[src/logic/remap_pkg.sv]
// ~~~~~~~~~~~~~~~~~~~~~~~~~~~~~~
// Shared encodings for the packet remapper
// Both enums are two bits wide and must stay in sync with their users
// ~~~~~~~~~~~~~~~~~~~~~~~~~~~~~~

package remap_pkg;

    // Frame sequencer states
    typedef enum logic [1:0] {
        // Waiting for a sync pulse, input stream open
        SEQ_IDLE = 2'd0,
        // A word that is not the last one is on the output
        SEQ_SEND = 2'd1,
        // The final word of the frame is on the output
        SEQ_LAST = 2'd2
    } seq_state_t;

    // Slot counter opcodes
    typedef enum logic [1:0] {
        // Keep the current index
        CNT_HOLD  = 2'd0,
        // Go back to slot 0
        CNT_CLEAR = 2'd1,
        // Advance by one slot
        CNT_STEP  = 2'd2
    } cnt_cmd_t;

endpackage

[src/logic/skid_buffer.sv]
// ~~~~~~~~~~~~~~~~~~~~~~~~~~~~~~
// Two-entry input stage with a registered in_ready
// in_ready stays low during reset and rises one cycle after it
// ~~~~~~~~~~~~~~~~~~~~~~~~~~~~~~

module skid_buffer #(
    parameter int DATA_WIDTH = 32,
    parameter int USER_WIDTH = 8,
    parameter int DEST_WIDTH = 8
) (
    input  logic                  clock,
    input  logic                  reset,
    input  logic                  in_valid,
    output logic                  in_ready,
    input  logic [DATA_WIDTH-1:0] in_data,
    input  logic [USER_WIDTH-1:0] in_user,
    input  logic [DEST_WIDTH-1:0] in_dest,
    output logic                  buf_valid,
    input  logic                  buf_ready,
    output logic [DATA_WIDTH-1:0] buf_data,
    output logic [USER_WIDTH-1:0] buf_user,
    output logic [DEST_WIDTH-1:0] buf_dest
);

    logic                  skid_valid;
    logic [DATA_WIDTH-1:0] skid_data;
    logic [USER_WIDTH-1:0] skid_user;
    logic [DEST_WIDTH-1:0] skid_dest;
    logic                  in_fire;
    logic                  main_free;

    assign in_fire   = in_valid && in_ready;
    // The main entry can take a word when it is empty or drains this cycle
    assign main_free = !buf_valid || buf_ready;

    always_ff @(posedge clock) begin
        if (!reset) begin
            buf_valid  <= 1'b0;
            skid_valid <= 1'b0;
            in_ready   <= 1'b0;
        end else if (main_free) begin
            // A parked word always moves up before any new one
            buf_valid  <= skid_valid || in_fire;
            skid_valid <= 1'b0;
            in_ready   <= 1'b1;
        end else if (in_fire) begin
            // Downstream stalled while a word came in, so park it
            skid_valid <= 1'b1;
            in_ready   <= 1'b0;
        end
    end

    always_ff @(posedge clock) begin
        if (main_free) begin
            if (skid_valid) begin
                buf_data <= skid_data;
                buf_user <= skid_user;
                buf_dest <= skid_dest;
            end else if (in_fire) begin
                buf_data <= in_data;
                buf_user <= in_user;
                buf_dest <= in_dest;
            end
        end else if (in_fire) begin
            skid_data <= in_data;
            skid_user <= in_user;
            skid_dest <= in_dest;
        end
    end

endmodule

[src/logic/slot_store.sv]
// ~~~~~~~~~~~~~~~~~~~~~~~~~~~~~~
// Slot register file, one entry per frame position
// Destinations outside the window are silently dropped
// ~~~~~~~~~~~~~~~~~~~~~~~~~~~~~~

module slot_store #(
    parameter int DATA_WIDTH    = 32,
    parameter int USER_WIDTH    = 8,
    parameter int DEST_WIDTH    = 8,
    parameter int PACKET_LENGTH = 3,
    parameter int DEST_BASE     = 0,
    localparam int INDEX_WIDTH  = $clog2(PACKET_LENGTH)
) (
    input  logic                   clock,
    input  logic                   reset,
    input  logic                   wr_en,
    input  logic [DATA_WIDTH-1:0]  wr_data,
    input  logic [USER_WIDTH-1:0]  wr_user,
    input  logic [DEST_WIDTH-1:0]  wr_dest,
    input  logic [INDEX_WIDTH-1:0] rd_index,
    output logic [DATA_WIDTH-1:0]  rd_data,
    output logic [USER_WIDTH-1:0]  rd_user
);

    logic [DATA_WIDTH-1:0]  slot_data [PACKET_LENGTH];
    logic [USER_WIDTH-1:0]  slot_user [PACKET_LENGTH];
    logic [DEST_WIDTH:0]    offset;
    logic                   in_window;
    logic [INDEX_WIDTH-1:0] wr_index;

    // One extra bit so that destinations below the base wrap to a large offset
    assign offset    = {1'b0, wr_dest} - (DEST_WIDTH + 1)'(DEST_BASE);
    assign in_window = offset < (DEST_WIDTH + 1)'(PACKET_LENGTH);
    assign wr_index  = offset[INDEX_WIDTH-1:0];

    always_ff @(posedge clock) begin
        if (!reset) begin
            // Unwritten slots read back as zero
            for (int i = 0; i < PACKET_LENGTH; i++) begin
                slot_data[i] <= '0;
                slot_user[i] <= '0;
            end
        end else if (wr_en && in_window) begin
            slot_data[wr_index] <= wr_data;
            slot_user[wr_index] <= wr_user;
        end
    end

    assign rd_data = slot_data[rd_index];
    assign rd_user = slot_user[rd_index];

endmodule

[src/logic/slot_counter.sv]
// ~~~~~~~~~~~~~~~~~~~~~~~~~~~~~~
// Slot index counter driven by an opcode
// Stepping past the last slot wraps to zero
// ~~~~~~~~~~~~~~~~~~~~~~~~~~~~~~

module slot_counter import remap_pkg::*; #(
    parameter int PACKET_LENGTH = 3,
    localparam int INDEX_WIDTH  = $clog2(PACKET_LENGTH)
) (
    input  logic                   clock,
    input  logic                   reset,
    input  cnt_cmd_t               cmd,
    output logic [INDEX_WIDTH-1:0] slot_index,
    output logic                   at_last
);

    localparam logic [INDEX_WIDTH-1:0] LAST_INDEX = INDEX_WIDTH'(PACKET_LENGTH - 1);

    assign at_last = (slot_index == LAST_INDEX);

    always_ff @(posedge clock) begin
        if (!reset) begin
            slot_index <= '0;
        end else begin
            case (cmd)
                CNT_CLEAR: begin
                    slot_index <= '0;
                end
                CNT_STEP: begin
                    // Keeps the index inside the slot range
                    if (at_last) begin
                        slot_index <= '0;
                    end else begin
                        slot_index <= slot_index + 1'b1;
                    end
                end
                default: begin
                    slot_index <= slot_index;
                end
            endcase
        end
    end

endmodule

[src/logic/frame_sequencer.sv]
// ~~~~~~~~~~~~~~~~~~~~~~~~~~~~~~
// Frame FSM and output word register
// Input is only accepted in SEQ_IDLE, sync during a frame is ignored
// ~~~~~~~~~~~~~~~~~~~~~~~~~~~~~~

module frame_sequencer import remap_pkg::*; #(
    parameter int DATA_WIDTH    = 32,
    parameter int USER_WIDTH    = 8,
    parameter int DEST_WIDTH    = 8,
    parameter int PACKET_LENGTH = 3,
    localparam int INDEX_WIDTH  = $clog2(PACKET_LENGTH)
) (
    input  logic                   clock,
    input  logic                   reset,
    input  logic                   sync,
    output logic                   buf_ready,
    output cnt_cmd_t               cnt_cmd,
    input  logic [INDEX_WIDTH-1:0] slot_index,
    input  logic                   at_last,
    input  logic [DATA_WIDTH-1:0]  rd_data,
    input  logic [USER_WIDTH-1:0]  rd_user,
    output logic                   out_valid,
    input  logic                   out_ready,
    output logic [DATA_WIDTH-1:0]  out_data,
    output logic [USER_WIDTH-1:0]  out_user,
    output logic [DEST_WIDTH-1:0]  out_dest,
    output logic                   out_last
);

    seq_state_t state;
    logic       out_fire;
    logic       load;

    assign out_fire  = out_valid && out_ready;
    // Freeze the slots while a frame is on the way out
    assign buf_ready = (state == SEQ_IDLE);

    always_comb begin
        cnt_cmd = CNT_HOLD;
        load    = 1'b0;
        case (state)
            SEQ_IDLE: begin
                if (sync) begin
                    load    = 1'b1;
                    cnt_cmd = CNT_STEP;
                end
            end
            SEQ_SEND: begin
                if (out_fire) begin
                    load = 1'b1;
                    // The counter already points at the last slot here
                    cnt_cmd = at_last ? CNT_HOLD : CNT_STEP;
                end
            end
            SEQ_LAST: begin
                if (out_fire) begin
                    cnt_cmd = CNT_CLEAR;
                end
            end
            default: begin
                cnt_cmd = CNT_CLEAR;
            end
        endcase
    end

    always_ff @(posedge clock) begin
        if (!reset) begin
            state     <= SEQ_IDLE;
            out_valid <= 1'b0;
            out_last  <= 1'b0;
        end else begin
            case (state)
                SEQ_IDLE: begin
                    if (sync) begin
                        state     <= SEQ_SEND;
                        out_valid <= 1'b1;
                    end
                end
                SEQ_SEND: begin
                    if (out_fire && at_last) begin
                        state    <= SEQ_LAST;
                        out_last <= 1'b1;
                    end
                end
                SEQ_LAST: begin
                    if (out_fire) begin
                        state     <= SEQ_IDLE;
                        out_valid <= 1'b0;
                        out_last  <= 1'b0;
                    end
                end
                default: begin
                    state <= SEQ_IDLE;
                end
            endcase
        end
    end

    // Output word, held as long as it is not taken
    always_ff @(posedge clock) begin
        if (load) begin
            out_data <= rd_data;
            out_user <= rd_user;
            out_dest <= DEST_WIDTH'(slot_index);
        end
    end

endmodule

[src/logic/packet_remapper.sv]
// ~~~~~~~~~~~~~~~~~~~~~~~~~~~~~~
// Stream packet remapper top level
// PACKET_LENGTH must be at least 2
// Window is DEST_BASE to DEST_BASE + PACKET_LENGTH - 1
// ~~~~~~~~~~~~~~~~~~~~~~~~~~~~~~

module packet_remapper import remap_pkg::*; #(
    parameter int DATA_WIDTH    = 32,
    parameter int USER_WIDTH    = 8,
    parameter int DEST_WIDTH    = 8,
    parameter int PACKET_LENGTH = 3,
    parameter int DEST_BASE     = 0,
    localparam int INDEX_WIDTH  = $clog2(PACKET_LENGTH)
) (
    input  logic                  clock,
    input  logic                  reset,
    input  logic                  sync,
    input  logic                  in_valid,
    output logic                  in_ready,
    input  logic [DATA_WIDTH-1:0] in_data,
    input  logic [USER_WIDTH-1:0] in_user,
    input  logic [DEST_WIDTH-1:0] in_dest,
    output logic                  out_valid,
    input  logic                  out_ready,
    output logic [DATA_WIDTH-1:0] out_data,
    output logic [USER_WIDTH-1:0] out_user,
    output logic [DEST_WIDTH-1:0] out_dest,
    output logic                  out_last
);

    logic                   buf_valid;
    logic                   buf_ready;
    logic [DATA_WIDTH-1:0]  buf_data;
    logic [USER_WIDTH-1:0]  buf_user;
    logic [DEST_WIDTH-1:0]  buf_dest;
    logic                   wr_en;
    cnt_cmd_t               cnt_cmd;
    logic [INDEX_WIDTH-1:0] slot_index;
    logic                   at_last;
    logic [DATA_WIDTH-1:0]  rd_data;
    logic [USER_WIDTH-1:0]  rd_user;

    // Every word leaving the buffer is offered to the slot store
    assign wr_en = buf_valid && buf_ready;

    skid_buffer #(
        .DATA_WIDTH(DATA_WIDTH), .USER_WIDTH(USER_WIDTH), .DEST_WIDTH(DEST_WIDTH)
    ) u_skid_buffer (
        .clock(clock), .reset(reset),
        .in_valid(in_valid), .in_ready(in_ready),
        .in_data(in_data), .in_user(in_user), .in_dest(in_dest),
        .buf_valid(buf_valid), .buf_ready(buf_ready),
        .buf_data(buf_data), .buf_user(buf_user), .buf_dest(buf_dest)
    );

    slot_store #(
        .DATA_WIDTH(DATA_WIDTH), .USER_WIDTH(USER_WIDTH), .DEST_WIDTH(DEST_WIDTH),
        .PACKET_LENGTH(PACKET_LENGTH), .DEST_BASE(DEST_BASE)
    ) u_slot_store (
        .clock(clock), .reset(reset), .wr_en(wr_en),
        .wr_data(buf_data), .wr_user(buf_user), .wr_dest(buf_dest),
        .rd_index(slot_index), .rd_data(rd_data), .rd_user(rd_user)
    );

    slot_counter #(
        .PACKET_LENGTH(PACKET_LENGTH)
    ) u_slot_counter (
        .clock(clock), .reset(reset), .cmd(cnt_cmd),
        .slot_index(slot_index), .at_last(at_last)
    );

    frame_sequencer #(
        .DATA_WIDTH(DATA_WIDTH), .USER_WIDTH(USER_WIDTH), .DEST_WIDTH(DEST_WIDTH),
        .PACKET_LENGTH(PACKET_LENGTH)
    ) u_frame_sequencer (
        .clock(clock), .reset(reset), .sync(sync),
        .buf_ready(buf_ready), .cnt_cmd(cnt_cmd),
        .slot_index(slot_index), .at_last(at_last),
        .rd_data(rd_data), .rd_user(rd_user),
        .out_valid(out_valid), .out_ready(out_ready),
        .out_data(out_data), .out_user(out_user),
        .out_dest(out_dest), .out_last(out_last)
    );

endmodule

[config.mk]
export PLATFORM = sky130hd
export DESIGN_NAME = packet_remapper
export DESIGN_NICKNAME = d
export VERILOG_FILES = /design/src/logic/remap_pkg.sv /design/src/logic/skid_buffer.sv /design/src/logic/slot_store.sv /design/src/logic/slot_counter.sv /design/src/logic/frame_sequencer.sv /design/src/logic/packet_remapper.sv
export SDC_FILE = /design/constraint.sdc
export NUM_CORES = 1
export LEC_CHECK = 0
export BUFFER_PORTS_ARGS = -buffer_cell sky130_fd_sc_hd__buf_2
export CORE_AREA = 2 2 227 184
export DETAILED_ROUTE_END_ITERATION = 8
export DIE_AREA = 0 0 229 186
export PLACE_DENSITY_LB_ADDON = 0.2
export SYNTH_ARGS = -nofsm -noshare
export SYNTH_HDL_FRONTEND = slang
export SYNTH_SLANG_ARGS = --single-unit
export TNS_END_PERCENT = 30
[constraint.sdc]
create_clock -name clock -period 3.65 [get_ports clock]
set_input_delay 0.73 -clock clock [delete_from_list [all_inputs] [get_ports clock]]
set_output_delay 0.73 -clock clock [all_outputs]
set_load 0.01 [all_outputs]
# Word-level counts from Yosys, hierarchy flattened
# Memories as Yosys holds them, arrays and structs flattened. A register that Yosys moved wholly into a read port is not among the register bits.
# Cells that the tools add are included.
[totals] reg_bits=107 memories=2 out_inout_bits=51 input_bits=53 ram_bits=120
[memory_table] name="u_slot_store.slot_data" depth=3 width=32 read_ports=1 rd_clocked_by_memory_dff=1 wr=3 line_no="slot_store.sv:25" text="logic [DATA_WIDTH-1:0] slot_data [PACKET_LENGTH];"
[memory_table] name="u_slot_store.slot_user" depth=3 width=8 read_ports=1 rd_clocked_by_memory_dff=1 wr=3 line_no="slot_store.sv:26" text="logic [USER_WIDTH-1:0] slot_user [PACKET_LENGTH];"
[op_classes] bitwise_logic=2 mux=37 n_reduce_logical=22 magnitude_cmp=1 n_addsub=1 eq_ne=8
[ops] cell="$mux 32" n=3
[ops] cell="$mux 8" n=5
[ops] cell="$reduce_or 32->1" n=1
[ops] cell="$mux 2" n=9
[ops] cell="$mux 1" n=14
[ops] cell="$pmux 2 s3" n=2
[ops] cell="$reduce_bool 2->1" n=5
[ops] cell="$reduce_and 3->1" n=3
[ops] cell="$lt 8x2->1 const B" n=1
[ops] cell="$reduce_or 8->1" n=1
[ops] cell="$eq 2x2->1 const B" n=3
[ops] cell="$pmux 1 s2" n=3
[ops] cell="$logic_and 1x1->1" n=5
[ops] cell="$eq 2x1->1 const B" n=2
[ops] cell="$ne 2x1->1 const B" n=2
[ops] cell="$pmux 2 s2" n=1
[ops] cell="$reduce_and 2->1" n=2
[ops] cell="$add 2x1->2 const B" n=1
[ops] cell="$logic_not 2->1" n=1
[ops] cell="$logic_or 1x1->1" n=2
[ops] cell="$ne 2x2->1 const B" n=1
[ops] cell="$not 1->1" n=2
[ops] cell="$reduce_or 2->1" n=1
[ops] cell="$logic_not 1->1" n=1

# Depth between registers and ports, before layout
# Gate-level depths: netlist of run 1.
[depth] ltp_word=8 depth_mapped=8 ltp_nobuf=7

# Modules after synthesis
# From an unflattened synthesis of run 1, not the netlist that was laid out.
[unflattened] cells_unflattened=673 area_unflattened_um2=12669.7
[by_module_without_submodules] module="slot_store" area_each_um2=7379.6 cells_each=421 seq_area_each_um2=4804.6 n_inst=1
[by_module_without_submodules] module="skid_buffer" area_each_um2=3585.9 cells_each=161 seq_area_each_um2=2942.8 n_inst=1
[by_module_without_submodules] module="frame_sequencer" area_each_um2=1589.0 cells_each=79 seq_area_each_um2=1341.3 n_inst=1
[by_module_without_submodules] module="slot_counter" area_each_um2=108.9 cells_each=11 seq_area_each_um2=40.0 n_inst=1
[by_module_without_submodules] module="packet_remapper" area_each_um2=6.3 cells_each=1 seq_area_each_um2=0.0 n_inst=1

# Worst setup path after synthesis of run 1
# OpenSTA, ideal clock, no wires.
[synth_timing] kind="flip-flop to flip-flop" from="register u_skid_buffer.skid_valid" to="register u_skid_buffer.buf_data[0], enable pin" stages_incl_launch_ff=5 t_arrival_ns=3.375 setup_slack_ns=-0.194 cell_sequence="dfxtp_1 -> buf_2 -> buf_1 -> a21oi_1 -> a21oi_1"
[synth_between] elab_chain_len=2
[synth_lines] element="start, declared" line_no="skid_buffer.sv:25" text="logic skid_valid;"
[synth_lines] element="start signal, assigned" line_no="skid_buffer.sv:39" text="skid_valid <= 1'b0;"
[synth_lines] element="start signal, assigned" line_no="skid_buffer.sv:44" text="skid_valid <= 1'b0;"
[synth_lines] element="start signal, assigned" line_no="skid_buffer.sv:48" text="skid_valid <= 1'b1;"
[synth_lines] element="$reduce_bool 2->1 (no source line)"
[synth_lines] element="$reduce_and 2->1 (no source line)"
[synth_lines] element="end signal, assigned" line_no="skid_buffer.sv:56" text="buf_data <= skid_data;"
[synth_lines] element="end signal, assigned" line_no="skid_buffer.sv:60" text="buf_data <= in_data;"
[synth_lines] element="end, declared" line_no="skid_buffer.sv:20" text="output logic [DATA_WIDTH-1:0] buf_data,"
# Every way passes these cells.
# A chain may end at the register's enable or synchronous reset.

==> out/qor.csv, run 1 <==
metric;value;unit
status;finished clean;
initial antenna violation count;0;
Least-Margin Pin Slew;0.779;ns
number of global-route vias before repair;5885;
core area;40300;µm²
IO Count;104;
Final #Nets;813;
Post-synth EDFFs;298;
cts hold-fix bufs;0;
Pwr Total;7740;µW
Crit. Startpoint;reset;
chip width;229;µm
Worst Reg2Reg Path Length in Cells;5;
first-pass GRT wire length;35700;µm
CTS Sinks;307;
RSZ-0062 raised after global routing;false;
Worst EP required;3.90;ns
power per standard cell area;540;nW/µm²
setup bufs post-CTS;0;
Wirelength per Cell;17.5;µm
largest net degree at the start of global routing;49;
Util after Layout;35.6;%
routability cong.;0.657;
flops & latches, synth;307;
CTS tree;done;
die footprint;42600;µm²
crit-path max FO;40;
Antenna diodes;0;
Die Y;186;µm
final hold slack;0.355;ns
Pre-Repair DR Iteration Count;4;
Mapped Cells;603;
via-per-instance ratio;4.16;
final worst path period need;2.30;ns
Root Buffer Master;clkbuf_16;
max cap viols;0;
fin crit share;63.1;%
HP Start;in_data[1];
Clock Latency Late Sink;0.56;ns
FF-to-FF Start;u_skid_buffer.buf_dest[7];
Slew Viols, Final;0;
GR Util All Layers;11.0;%
Seq/Total Area, Yosys;76.5;%
critical path class;in -> reg;
Max Freq;434;MHz
synthesized area per cell;19.8;µm²
layout cells sized above 1;38.8;%
area of the mapped netlist;11900;µm²
starting density of the core;29.6;%
Vias;5513;
CP endpoint kind;flip-flop;
initial DRC count;262;
Post-DRT Antenna Nets;0;
CP startpoint kind;input port;
post-cts sizing count;0;
final wirelength;23200;µm
reg-to-reg slack, setup;1.39;ns
Arr. time, crit path;2.55;ns
I/O Buffers;97;
post-route insts no fill;1325;
Max clock buf depth;3;
Area Growth Syn to Fin;20.2;%
clock-pin slew on the worst setup and hold paths;0.06;ns
post-detail-place hpwl;13400;µm
row cnt;66;
total grt overflow;0;
main flop type after synthesis;edfxtp_1;
Inst Count DP;1270;
number of library cell types mapped by synthesis;37;
Residual DRC;0;
Reg2Reg Capture Point;u_slot_store.slot_user[1][7];
Rel. slew slack;48.1;%
worst hold path class;in -> reg;
TNS Setup;0;ns
Yosys warnings;0;
Post-synth ARST share;0;%
final setup fails;0;
htree depth;1;
VDD IR max;0.000340;V
cts bufs inserted;31;
Hold Fails Final Rpt;0;
Lkg Pwr;0.00506;µW
Critical Path Sink;u_slot_store.slot_user[1][7];
Clock Skew;0.0148;ns
[metrics by stage]
step / area (µm²) / worst slack (ns)
floorplan: 12100 / 0.398
global placement: 13300 / 0.764
detailed placement: 13300 / 0.747
CTS: 14400 / 1.33
global route: 14400 / 1.25
finish: 14400 / 1.35
[layout make-up]
class | count | area [µm²]
fillers | 3906 | 25900
flip-flops and latches | 307 | 9140
multi-input cells | 304 | 2820
clock buffers | 33 | 783
well taps | 544 | 681
repair buffers | 114 | 651
clock inverters | 22 | 279
inverters | 1 | 3.75
[metal layers]
metal | part of all wire [%] | GRT usage [%] | up-vias
met2 | 46 | 17.4 | 94
met3 | 4.1 | 2.33 | 37
met1 | 48 | 15.6 | 2794
li1 | - | - | 2588
met4 | 2.0 | 2.78 | 0
met5 | 0 | 0 | -
[Yosys cell counts (5+ instances only)]
| cell type | instances | area share (%) |
|---|---|---|
| edfxtp_1 | 298 | 75 |
| and2_1 | 81 | 4.2 |
| mux2_2 | 48 | 4.5 |
| and2_2 | 40 | 2.5 |
| mux4_2 | 40 | 7.5 |
| clkbuf_2 | 12 | 0.50 |
| dfxtp_1 | 9 | 1.5 |
| clkbuf_1 | 8 | 0.25 |
| buf_4 | 7 | 0.44 |
| a21oi_1 | 6 | 0.25 |
| buf_2 | 5 | 0.21 |
| nor2_1 | 5 | 0.16 |
[cells in the final DEF (no fill, tap or decap), types with 2 or more instances in the layout]
cell	count
nor2b_1	4
nor4b_1	2
buf_2	97
a21boi_0	4
o21ai_0	2
bufinv_16	7
and2_1	81
dfxtp_1	6
clkbuf_16	31
clkbuf_1	2
edfxtp_1	298
nand2b_1	3
dfxtp_4	2
nor2_4	2
or2b_2	2
and2_2	40
mux2_2	48
nor4_4	3
buf_4	14
clkinv_2	6
conb_1	46
nand2_1	4
mux4_2	40
buf_12	3
nor2_1	3
a21oi_1	5
clkinv_1	8
[worst max-delay path, stage by stage]
cell	delay, ns
buf_2	0.24
or4bb_4	0.63
nor4_4	0.25
buf_4	0.26
or2b_2	0.16
buf_12	0.25
[state kept, by name, indices dropped and copies added, names as in the netlist, 2 cells and up]
signal,flops
u_slot_store.slot_user,32
u_skid_buffer.buf_data,32
u_skid_buffer.skid_user,8
u_slot_counter.slot_index,2
u_skid_buffer.skid_dest,8
u_skid_buffer.buf_user,8
u_slot_store.slot_data,128
u_frame_sequencer.out_dest,2
u_frame_sequencer.out_data,32
u_frame_sequencer.out_user,8
u_skid_buffer.buf_dest,8
u_skid_buffer.skid_data,32
u_frame_sequencer.state,2
[how the worst min path moves through the flow]
stage                                    endpoint  slack (ns)  cells after the start
floorplan           u_frame_sequencer.out_dest[0]        0.41                      0
global placement    u_slot_store.slot_data[3][30]        0.47                      0
detailed placement     u_frame_sequencer.out_last        0.46                      2
CTS                    u_skid_buffer.skid_data[1]        0.32                      1
global route           u_skid_buffer.skid_user[5]        0.32                      1
finish                 u_skid_buffer.skid_data[1]        0.35                      1
[where the power goes]
part / switching, µW / leakage, µW / total, µW / internal, µW
combinational: 178 / 0.00154 / 317 / 139
clock: 1310 / 0.000524 / 3340 / 2030
sequential: 62.3 / 0.00300 / 4080 / 4020
total: 1550 / 0.00506 / 7740 / 6190
[logic make-up (layout without fill, tap and decap cells)]
kind of cell | Yosys count | after routing | share of synthesized area [%]
DFF | 307 | 307 | 76.5
and+or+nand+nor | 154 | 154 | 8.95
muxes | 88 | 88 | 12.1
buffers and inverters | 37 | 170 | 1.62
AOI/OAI and AO/OA | 15 | 15 | 0.765
adders and majority gates | 1 | 1 | 0.105
other | 1 | 46 | 0.0314
Note: power is estimated with default switching activity, not from simulation.
==> inputs of run 2 (changes only) <==
Clock period 3.65 ns to 2.35 ns, I/O delays scaled along.
==> run 2 against run 1 <==
Compared with the run above: global-route usage rose by 0.19 points; count of clock-buffer cells in the layout increased by 12; cell area is 0.54% higher; critical path type is now reg -> reg; critical endpoint is now u_slot_store.slot_data[2][20].
==> out/qor.csv, run 2 (synthesis gave the netlist of run 1 again) <==
metric;value;unit
status;finished clean;
starting density of the core;29.6;%
IO Count;104;
VDD IR max;0.000439;V
Rel. slew slack;49.0;%
Pwr Total;11800;µW
WHS Path Cells;1;
Max Freq;476;MHz
area taken by multi-input logic gates;2820;µm²
Fillers;3924;
routability cong.;0.660;
Worst Reg2Reg Path Length in Cells;4;
Post-DRT Antenna Nets;0;
Root Buffer Master;clkbuf_16;
final worst path period need;2.10;ns
final wirelength;23300;µm
chip width;229;µm
Die Y;186;µm
post-cts sizing count;0;
max reg flops;128;
setup bufs post-CTS;0;
max cap viols;0;
row cnt;66;
layout cells sized above 1;38.5;%
die footprint;42600;µm²
final worst-path setup slack;0.250;ns
CP startpoint kind;flip-flop;
commonest non-fill, non-tap cells in the layout;298 x edfxtp_1, 97 x buf_2, 81 x and2_1;
Wirelength per Cell;17.5;µm
fin crit share;89.4;%
critical path class;reg -> reg;
crit-path max FO;40;
Clock Latency Late Sink;0.52;ns
GR Util All Layers;11.2;%
Max clock buf depth;3;
Final #Nets;817;
Least-Margin Pin Slew;0.765;ns
number of global-route vias before repair;5977;
core area;40300;µm²
largest net degree at the start of global routing;49;
final hold slack;0.146;ns
Largest Register;u_slot_store.slot_data;
Pre-Repair DR Iteration Count;5;
Clock Skew;0.0168;ns
first-pass GRT wire length;36200;µm
commonest non-fill, non-tap cell in the layout;edfxtp_1;
clock-pin slew on the worst setup and hold paths;0.06;ns
htree depth;2;
RSZ-0062 raised after global routing;false;
power per standard cell area;821;nW/µm²
Hold Fails Final Rpt;0;
Lkg Pwr;0.00507;µW
Vias;5563;
Slew Viols, Final;0;
total grt overflow;0;
reg-to-reg slack, setup;0.25;ns
HP Start;in_data[6];
I/O Buffers;97;
Arr. time, crit path;2.47;ns
final setup fails;0;
Crit. Startpoint;u_skid_buffer.buf_dest[7];
Antenna diodes;0;
Hold Path Sink;u_skid_buffer.skid_data[6];
Worst EP required;2.72;ns
Sequential cell area;9140;µm²
post-detail-place hpwl;13300;µm
via-per-instance ratio;4.18;
FF-to-FF Start;u_skid_buffer.buf_dest[7];
CTS tree;done;
CP endpoint kind;flip-flop;
cts hold-fix bufs;0;
worst hold path class;in -> reg;
TNS Setup;0;ns
initial antenna violation count;1;
Residual DRC;0;
initial DRC count;317;
CTS Sinks;307;
cts bufs inserted;34;
Area Growth Syn to Fin;20.8;%
pre-CTS setup slack;0.0772;ns
Reg2Reg Capture Point;u_slot_store.slot_data[2][20];
==> run 2: cell types whose count changed in the layout (fill, tap and decap cells not counted) <==
cell	before	now
buf_12	3	11
clkbuf_1	2	10
bufinv_16	7	1
clkinv_1	8	7
clkbuf_16	31	35
buf_4	14	7
clkinv_2	6	5
inv_6	1	2
inv_16	0	1
==> run 2: final cells by class <==
type                            count  share of cell area (%)
Multi-Input combinational cell    304                    19.5
Tap cell                          544                    4.72
Sequential cell                   307                    63.3
Clock inverter                     16                   0.824
Inverter                            1                  0.0260
Timing Repair Buffer              115                    5.26
Clock buffer                       45                    6.33
==> run 2: metal layers <==
| layer | track usage (%) | part of all wire [%] | vias to the layer above |
|---|---|---|---|
| li1 | - | - | 2602 |
| met1 | 15.4 | 48 | 2820 |
| met2 | 18.0 | 46 | 101 |
| met3 | 2.25 | 3.8 | 38 |
| met4 | 3.53 | 2.1 | 2 |
| met5 | 0 | 0.030 | - |
==> run 2: where the power goes <==
group / total, µW / switching [µW] / internal, µW
logic: 532 / 295 / 236
registers: 6320 / 83.0 / 6240
clock network: 4980 / 2110 / 2870
total: 11800 / 2490 / 9350
==> run 2: worst max-delay path by stage <==
| stage | endpoint |
|---|---|
| after floorplan | u_slot_store.slot_data[0][0] |
| after global placement | u_slot_store.slot_data[2][13] |
| after detailed placement | u_slot_store.slot_data[2][20] |
| after CTS | u_slot_store.slot_data[2][20] |
| after global routing | u_slot_store.slot_data[2][19] |
| final | u_slot_store.slot_data[2][20] |
==> run 2: worst max-delay path, cell delays in order, from the launching register on <==
cell and delay (ns):
edfxtp_1 0.36, or4_4 0.61, nor4_4 0.28, buf_4 0.47
and2_2 0.23
==> run 2: stage by stage <==
| step | instance area (µm²) | utilization (%) | cells |
|---|---|---|---|
| 2_1_floorplan | 12100 | - | 648 |
| 3_3_place_gp | 13400 | 33.2 | 1271 |
| 3_5_place_dp | 13400 | 33.2 | 1271 |
| 4_1_cts | 14400 | 35.8 | 1332 |
| 5_1_grt | 14400 | 35.8 | 1332 |
| 6_report | 14400 | 35.8 | 1332 |
